--- src/common/scope_data_pkg.sv ---
// Scope sample data widths
`default_nettype none

package scope_data_pkg;

    // Size of one oscilloscope sample in bits
    localparam int sample_width = 16;

    // Size of the destination tag that travels with each sample
    localparam int dest_width = 8;

    // Size of the packed word on the output stream
    localparam int word_width = 32;

    // One sample in two's complement
    // The vector itself is unsigned, so sign handling is done where the word is packed
    typedef logic [sample_width-1:0] sample_t;

    // Destination tag, passed through unchanged
    typedef logic [dest_width-1:0] dest_t;

    // Output word, holding the sample and optionally the tag in its top byte
    typedef logic [word_width-1:0] word_t;

endpackage

`default_nettype wire

--- src/common/scope_channel_pkg.sv ---
// Scope channel organisation
`default_nettype none

package scope_channel_pkg;

    // Total number of sample channels merged into the output stream
    localparam int n_channels = 6;

    // Channels handled by one bank, two banks cover all channels
    localparam int bank_channels = 3;

    // One bit per channel of a bank, used for strobes and pending flags
    typedef logic [bank_channels-1:0] bank_mask_t;

    // Samples of all channels in one bank, channel 0 of the bank in the low slot
    typedef scope_data_pkg::sample_t [bank_channels-1:0] bank_samples_t;

    // Tags of all channels in one bank
    typedef scope_data_pkg::dest_t [bank_channels-1:0] bank_dests_t;

endpackage

`default_nettype wire

--- src/channel_bank/channel_bank.sv ---
// Scope channel bank
`timescale 1ns/1ps
`default_nettype none

module channel_bank (
    input  logic                             clock,
    input  logic                             reset,
    input  scope_channel_pkg::bank_mask_t    in_valid,
    input  scope_channel_pkg::bank_samples_t in_data,
    input  scope_channel_pkg::bank_dests_t   in_dest,
    input  logic                             take,
    output logic                             offer_valid,
    output scope_data_pkg::sample_t          offer_data,
    output scope_data_pkg::dest_t            offer_dest
);

    import scope_data_pkg::*;
    import scope_channel_pkg::*;

    // Latest sample and tag seen on each channel
    sample_t sample_q [bank_channels];
    dest_t   dest_q [bank_channels];

    // Set while a channel holds a sample that has not been taken yet
    bank_mask_t pending;

    // One-hot pointer to the lowest pending channel
    bank_mask_t offer_sel;

    // Flag to drop on this edge, empty unless the combiner takes our offer
    bank_mask_t clear_mask;

    // Isolate the lowest set bit of the pending mask
    assign offer_sel = pending & (~pending + 1'b1);

    assign clear_mask = take ? offer_sel : '0;

    assign offer_valid = |pending;

    // Offer mux driven by the one-hot select
    always_comb begin
        offer_data = '0;
        offer_dest = '0;
        for (int i = 0; i < bank_channels; i++) begin
            if (offer_sel[i]) begin
                offer_data = sample_q[i];
                offer_dest = dest_q[i];
            end
        end
    end

    // A strobe always loads the channel, even if the old sample is still pending,
    // so a source that ignores ready loses its older sample
    always_ff @(posedge clock) begin
        for (int i = 0; i < bank_channels; i++) begin
            if (in_valid[i]) begin
                sample_q[i] <= in_data[i];
                dest_q[i]   <= in_dest[i];
            end
        end
    end

    // Clear first, then set, so a capture on the same edge as a take keeps the flag
    always_ff @(posedge clock) begin
        if (!reset) begin
            pending <= '0;
        end else begin
            pending <= (pending & ~clear_mask) | in_valid;
        end
    end

endmodule

`default_nettype wire

--- src/logic/scope_combiner.sv ---
// Scope stream combiner
`timescale 1ns/1ps
`default_nettype none

module scope_combiner #(
    parameter bit msb_dest_support = 1'b1
) (
    input  logic                    clock,
    input  logic                    reset,
    input  logic                    a_valid,
    input  scope_data_pkg::sample_t a_data,
    input  scope_data_pkg::dest_t   a_dest,
    input  logic                    b_valid,
    input  scope_data_pkg::sample_t b_data,
    input  scope_data_pkg::dest_t   b_dest,
    input  logic                    out_ready,
    output logic                    take_a,
    output logic                    take_b,
    output logic                    out_valid,
    output scope_data_pkg::word_t   out_data,
    output scope_data_pkg::dest_t   out_dest
);

    import scope_data_pkg::*;

    // Registered copy of the sample and tag currently on the output
    sample_t sample_q;
    dest_t   dest_q;

    // Bank A carries the lower channel numbers and always wins
    assign take_a = out_ready && a_valid;
    assign take_b = out_ready && b_valid && !a_valid;

    // The output register only moves while downstream is ready
    always_ff @(posedge clock) begin
        if (!reset) begin
            out_valid <= 1'b0;
        end else if (out_ready) begin
            out_valid <= a_valid || b_valid;
        end
    end

    always_ff @(posedge clock) begin
        if (take_a) begin
            sample_q <= a_data;
            dest_q   <= a_dest;
        end else if (take_b) begin
            sample_q <= b_data;
            dest_q   <= b_dest;
        end
    end

    generate
        if (msb_dest_support) begin : g_msb_dest
            // Tag on top, then the sample sign-extended into the gap below it
            assign out_data = {
                dest_q,
                {(word_width - sample_width - dest_width){sample_q[sample_width-1]}},
                sample_q
            };
        end else begin : g_zero_ext
            // Plain sample in the low half, upper bits zero
            assign out_data = {{(word_width - sample_width){1'b0}}, sample_q};
        end
    endgenerate

    // The tag is also given on its own, in both packing modes
    assign out_dest = dest_q;

endmodule

`default_nettype wire

--- src/logic/scope_top.sv ---
// Scope combiner top level
`timescale 1ns/1ps
`default_nettype none

module scope_top #(
    parameter bit msb_dest_support = 1'b1
) (
    input  logic                                                   clock,
    input  logic                                                   reset,
    input  logic [scope_channel_pkg::n_channels-1:0]               in_valid,
    input  scope_data_pkg::sample_t [scope_channel_pkg::n_channels-1:0] in_data,
    input  scope_data_pkg::dest_t [scope_channel_pkg::n_channels-1:0]   in_dest,
    output logic                                                   in_ready,
    output logic                                                   out_valid,
    output scope_data_pkg::word_t                                  out_data,
    output scope_data_pkg::dest_t                                  out_dest,
    input  logic                                                   out_ready
);

    import scope_data_pkg::*;
    import scope_channel_pkg::*;

    // Offers from both banks towards the combiner
    logic    a_valid;
    sample_t a_data;
    dest_t   a_dest;
    logic    b_valid;
    sample_t b_data;
    dest_t   b_dest;

    // Take strobes back from the combiner
    logic take_a;
    logic take_b;

    // All channels share the output ready level
    assign in_ready = out_ready;

    // Channels 0 to 2
    channel_bank i_bank_a (
        .clock       (clock),
        .reset       (reset),
        .in_valid    (in_valid[bank_channels-1:0]),
        .in_data     (in_data[bank_channels-1:0]),
        .in_dest     (in_dest[bank_channels-1:0]),
        .take        (take_a),
        .offer_valid (a_valid),
        .offer_data  (a_data),
        .offer_dest  (a_dest)
    );

    // Channels 3 to 5
    channel_bank i_bank_b (
        .clock       (clock),
        .reset       (reset),
        .in_valid    (in_valid[n_channels-1:bank_channels]),
        .in_data     (in_data[n_channels-1:bank_channels]),
        .in_dest     (in_dest[n_channels-1:bank_channels]),
        .take        (take_b),
        .offer_valid (b_valid),
        .offer_data  (b_data),
        .offer_dest  (b_dest)
    );

    scope_combiner #(
        .msb_dest_support (msb_dest_support)
    ) i_combiner (
        .clock     (clock),
        .reset     (reset),
        .a_valid   (a_valid),
        .a_data    (a_data),
        .a_dest    (a_dest),
        .b_valid   (b_valid),
        .b_data    (b_data),
        .b_dest    (b_dest),
        .out_ready (out_ready),
        .take_a    (take_a),
        .take_b    (take_b),
        .out_valid (out_valid),
        .out_data  (out_data),
        .out_dest  (out_dest)
    );

endmodule

`default_nettype wire

--- config.mk ---
export PLATFORM = sky130hd
export DESIGN_NAME = scope_top
export DESIGN_NICKNAME = d
export VERILOG_FILES = /design/src/common/scope_data_pkg.sv /design/src/common/scope_channel_pkg.sv /design/src/channel_bank/channel_bank.sv /design/src/logic/scope_combiner.sv /design/src/logic/scope_top.sv
export SDC_FILE = /design/constraint.sdc
export NUM_CORES = 1
export LEC_CHECK = 0
export ABC_AREA = 1
export BUFFER_PORTS_ARGS = -buffer_cell sky130_fd_sc_hd__clkbuf_2
export CORE_ASPECT_RATIO = 1.75
export CORE_UTILIZATION = 40
export CTS_BUF_LIST = sky130_fd_sc_hd__clkbuf_4 sky130_fd_sc_hd__clkbuf_8 sky130_fd_sc_hd__clkbuf_16
export DETAILED_ROUTE_END_ITERATION = 6
export PLACE_DENSITY = 0.65
export REMOVE_ABC_BUFFERS = 1
export SLEW_MARGIN = 20
export SYNTH_ARGS = -nofsm -noshare
export SYNTH_HDL_FRONTEND = slang
export SYNTH_HIERARCHICAL = 1
export SYNTH_SLANG_ARGS = --single-unit
--- constraint.sdc ---
create_clock -name clock -period 3.7 [get_ports clock]
set_clock_uncertainty 0.2 [all_clocks]
set_input_delay 0.74 -clock clock [delete_from_list [all_inputs] [get_ports clock]]
set_output_delay 0.74 -clock clock [all_outputs]
set_load 0.02 [all_outputs]
=== Word level (Yosys, flattened, before mapping) ===
Memory sizes are Yosys's and may differ from the RTL's.
Cells that the tools add are included.

* Bits in registers: 31
* Memory bits (writable): 144
* Input bits: 153
* Word-level logic and storage cells: 59
* Memories: 4

{| class="wikitable"
|+ Memory list
! name !! depth !! width !! read ports !! clocked after Yosys merged registers in !! wr ports !! line !! RTL
|-
| i_bank_a.sample_q || 3 || 16 || 3 || 0 || 3 || channel_bank.sv:21 || <nowiki>sample_t sample_q [bank_channels];</nowiki>
|-
| i_bank_b.sample_q || 3 || 16 || 3 || 0 || 3 || channel_bank.sv:21 ||
|-
| i_bank_a.dest_q || 3 || 8 || 3 || 0 || 3 || channel_bank.sv:22 || <nowiki>dest_t dest_q [bank_channels];</nowiki>
|-
| i_bank_b.dest_q || 3 || 8 || 3 || 0 || 3 || channel_bank.sv:22 ||
|}

* Add/sub/neg operators: 2
* Mux-type cells: 30
* Bitwise gates (word level): 10
* Reduce and logical (&&, ||, !) cells: 8

{| class="wikitable"
|+ Operators with widths
! cell !! count
|-
| $mux W16 || 8
|-
| $mux W8 || 8
|-
| $and A3 B3 Y3 || 4
|-
| $mux W1 || 12
|-
| $not A3 Y3 || 4
|-
| $add A3 B1 Y3 const B || 2
|-
| $mux W3 || 2
|-
| $or A3 B3 Y3 || 2
|-
| $reduce_or A3 Y1 || 2
|-
| $logic_and A1 B1 Y1 || 3
|-
| $reduce_bool A2 Y1 || 1
|-
| $logic_not A1 Y1 || 1
|-
| $logic_or A1 B1 Y1 || 1
|}

=== Depth between registers and ports, before layout ===
* Word-level depth: 8
* Mapped depth: 9
* Depth with buffers taken out: 7

=== Hierarchy ===
Netlist, hierarchy kept.

{| class="wikitable"
|+ Modules (own cells, without submodules)
! module !! times used !! cells each !! area each (um2) !! seq. area each (um2)
|-
| channel_bank || 2 || 195 || 2,767.7 || 2,222.1
|-
| scope_combiner || 1 || 127 || 1,206.2 || 740.7
|-
| scope_top || 1 || 1 || 7.5 || 0.0
|}

=== Worst setup path before layout ===
OpenSTA, ideal clock, no wires.

* Kind: input to register
* Start: input out_ready
* End: register i_combiner.dest_q[0], in the netlist i_combiner/out_dest[0] (enable)
* Setup time: 382 ps
* Data arrival time: 1,401 ps
* Slack: 1,717 ps
* Stages: 2
* Buffers on the path: 0
* Path through: nand2_2 nand2_1

* Word-level cells in the longest chain between the ends: 3
* Elaborated cells between the ends (all ways): 4
* Classes of those cells: reduce/logical (4)

{| class="wikitable"
|+ RTL lines
! item !! line !! RTL
|-
| start: declaration || scope_top.sv:17 || <nowiki>input logic out_ready</nowiki>
|-
| $logic_and A1 B1 Y1 (2 in a row) || scope_combiner.sv:32 || <nowiki>assign take_b = out_ready && b_valid && !a_valid;</nowiki>
|-
| $reduce_bool A2 Y1 (no line) (*) || -- ||
|-
| end signal: assignment || scope_combiner.sv:46 || <nowiki>dest_q <= a_dest;</nowiki>
|-
| end signal: assignment || scope_combiner.sv:49 || <nowiki>dest_q <= b_dest;</nowiki>
|-
| end: declaration || scope_combiner.sv:28 || <nowiki>dest_t dest_q;</nowiki>
|}

Every way passes the cells marked *; elsewhere a longest branch is shown, timed or not.
A chain may end at the register's enable or synchronous reset.

=== Worst setup path in the final report ===
* Start: register i_bank_a.pending[0]
* End: register i_combiner.sample_q[14] (enable)

* Word-level cells in the longest chain between the ends: 4
* Elaborated cells between the ends (all ways): 5
* Classes of those cells: reduce/logical (5)

{| class="wikitable"
|+ RTL lines
! item !! line !! RTL
|-
| start: declaration || channel_bank.sv:25 || <nowiki>bank_mask_t pending;</nowiki>
|-
| start signal: assignment || channel_bank.sv:68 || <nowiki>pending <= (pending & ~clear_mask) | in_valid;</nowiki>
|-
| $reduce_or A3 Y1 (*) || channel_bank.sv:38 || <nowiki>assign offer_valid = |pending;</nowiki>
|-
| via a_valid || scope_top.sv:24 || <nowiki>logic a_valid;</nowiki>
|-
| $logic_not A1 Y1 || scope_combiner.sv:32 ||
|-
| $logic_and A1 B1 Y1 || scope_combiner.sv:32 ||
|-
| $reduce_bool A2 Y1 (no line) (*) || -- ||
|-
| end signal: assignment || scope_combiner.sv:45 || <nowiki>sample_q <= a_data;</nowiki>
|-
| end signal: assignment || scope_combiner.sv:48 || <nowiki>sample_q <= b_data;</nowiki>
|-
| end: declaration || scope_combiner.sv:27 || <nowiki>sample_t sample_q;</nowiki>
|}

The timed path passes the listed nets; every way through them passes the cells marked *.

==> metrics.cfg <==
[status]
status = finished, final reports clean

[finish]
diodes = 0
fillers = 1492
nNetsFinal = 851
multiInputGateArea_sq_um = 1210
drive_above_1_share_pct = 33.0
area_growth_pct = 23.4
final-seq-area_sq_um = 5190

[sta]
fin_tns_setup_ns = 0
fmax_ghz = 0.447
worst_pin_slew_ns = 1.02
finalMaxSlewViolations = 0
finalHoldViolations = 0
fin_hold_ws_ns = 0.268
rsz0062_at_grt = no
min_period_over_period_pct = 60.5
period_needed_ns = 2.24
finalSetupViolations = 0
slew_headroom_pct = 32.0

[detailed_routing]
drt-total-wl_mm = 16.0
drc_errors = 0
initialDrtViolationCount = 231
ant_nets = 0
routed_wire_length_per_instance_microns = 17.2
via_count = 4336
dr.pass1.iters = 4
viasPerCell = 4.64

[global_route]
antenna_found_initial = 0
grt_usage_pct = 19.0
grt_start_max_net_pins = 30
grt_pass1_vias = 4381
globalRouteOverflowTotal = 0
grt_pass1_wl_mm = 23.7

[clocking]
cts_hold_buffers = 0
cts_max_path_buffers = 2
cts_tree = done
cts_made_buffers = 17
cts_num_sinks = 175
clkTransAtPathRegs_ns = 0.06
ctsResizeCount = 0
clk_latency_ns = 0.41
cts-root-buf = clkbuf_16
htreeDepth = 4
cts_setup_buffers = 0

[floorplanning]
start_util_pct = 41.0
die_h_microns = 174
die_area_sq_um = 17400
num_rows = 62
core_area_sq_um = 16400
die_x_microns = 100
io_pins = 195

[yosys]
synth_edf_count = 168
synth_area_sq_um = 6750
syn_avg_cell_area_sq_um = 13.0
yosysTopAreaCell = edfxtp_1
netlist_top_cells_area = edfxtp_1, nand2_1, nand3_1
synth_seq_area_share_pct = 76.8
syn-instance-count = 518
yosys_warnings = 6
synth_common_cells = nand2_1, edfxtp_1, nand3_1, buf_4, inv_1
ys_seq_elements = 175
synth_cell_types = 15
synthArstFlopShare_pct = 0
synth_flop_cell = edfxtp_1
yosysMostFrequentCell = nand2_1
synth_top_area_share_pct = 74.7

[min_path]
min_from = i_bank_a/pending[2]
hold_class = reg -> reg

[setup_path]
critPathLaunch = i_bank_a/pending[0]
slowest_delay_ns = 0.70
setup.worst_path.end_class = register
start_kind = register
crit_fanout = 26
crit_required_ns = 3.58
rr_startpoint = i_bank_a/pending[0]
crit_top_cell = nand2_1
slowest_stage = dfxtp_1
path_cells = nor2_1, nand2_1, nand2_2, nand2_1, buf_4
crit_type = reg -> reg
cp.arrival_ns = 2.11

[placed_design]
port_buffers = 194
hpwl_mm = 11.9
gp_congestion = 0.789

[power]
p_leak_nw = 3.54
p_per_area_nw_per_um2 = 570
pwr-share-comb_pct = 10.3
p_int_mw = 3.61
power_switching_mw = 1.14
p_seq_share_pct = 51.7
ir_drop_uv = 283
clockPowerShare_pct = 38.0
switching_share_pct = 23.9

[flow_run]
cap_viol_max_count = 0

-- power groups by stage --
stage               clock, mW  sequential [mW]  combinational (mW)
finish                   1.81             2.45               0.488
global route             1.93             2.47               0.530
CTS                      1.84             2.46               0.496
detailed placement          0             2.50               0.495
global placement            0             2.49               0.485
floorplan                   0             2.56               0.144
-- registers in the layout (all words and copies together) (netlist names) --
signal and flops:
i_combiner/sample_q 16, i_bank_a/dest_q 24, i_combiner/out_dest 8, i_bank_b/pending 3, i_bank_b/sample_q 48, i_bank_a/pending 3
i_bank_b/dest_q 24, i_combiner/out_valid 1, i_bank_a/sample_q 48
-- cell usage in the layout, fill, tap and decap left out --
master / n
nor2_4: 2
a21oi_1: 6
inv_1: 14
nand2_2: 1
dfxtp_2: 1
o21ai_0: 2
clkinvlp_4: 4
bufinv_16: 3
nand2_1: 224
inv_6: 6
edfxtp_1: 168
nor3_4: 2
dfxtp_1: 6
clkbuf_2: 194
clkinv_2: 1
buf_4: 2
nor2_1: 8
nand3_1: 48
clkbuf_16: 17
inv_4: 1
-- layer usage --
metal  part of all wire [%]  track usage, %  vias up
li1                       -               -     2112
met2                     56            34.6      159
met3                    3.5            3.63       37
met4                    4.4            10.7        0
met1                     36            20.0     2028
met5                      0               0        -
-- worst max-delay path: cells and delay by family, from the launching register on --
family                 cells  cell delay [ns]
AND/OR/NAND/NOR            4             0.67
flip-flops                 1             0.70
buffers and inverters      1             0.33
-- stage by stage --
step	utilization [%]	area [sq um]	setup slack (ns)	total power [mW]	cells
final	50.6	8330	1.46	4.75	934
after global routing	50.6	8330	1.19	4.93	934
after CTS	50.6	8330	1.31	4.80	934
after detailed placement	47.0	7720	1.31	2.99	903
after global placement	47.0	7720	1.42	2.98	903
after floorplan	-	6460	1.22	2.70	483
-- worst paths after layout --
path	endpoint	slack (ns)	cells past startpoint
max	i_combiner/sample_q[14]	1.46	5
min	i_bank_a/pending[2]	0.27	2
max reg2reg	i_combiner/sample_q[14]	1.46	5
min reg2reg	i_bank_a/pending[2]	0.27	2
-- cell type report --
cell class / instances / share of cell area [%]
tap: 224 / 3.37
timing repair buffer: 196 / 11.8
multi-input combinational: 293 / 14.6
clock buffer: 17 / 5.11
clock inverter: 14 / 2.13
inverter: 15 / 0.706
sequential: 175 / 62.3
-- cell families after synthesis --
logic type | count (synthesis) | synth area share, %
buf+inv | 50 | 5.21
flops | 175 | 76.8
simple gates | 285 | 17.4
compound gates | 8 | 0.593
Power figures use the tool's default switching activity.
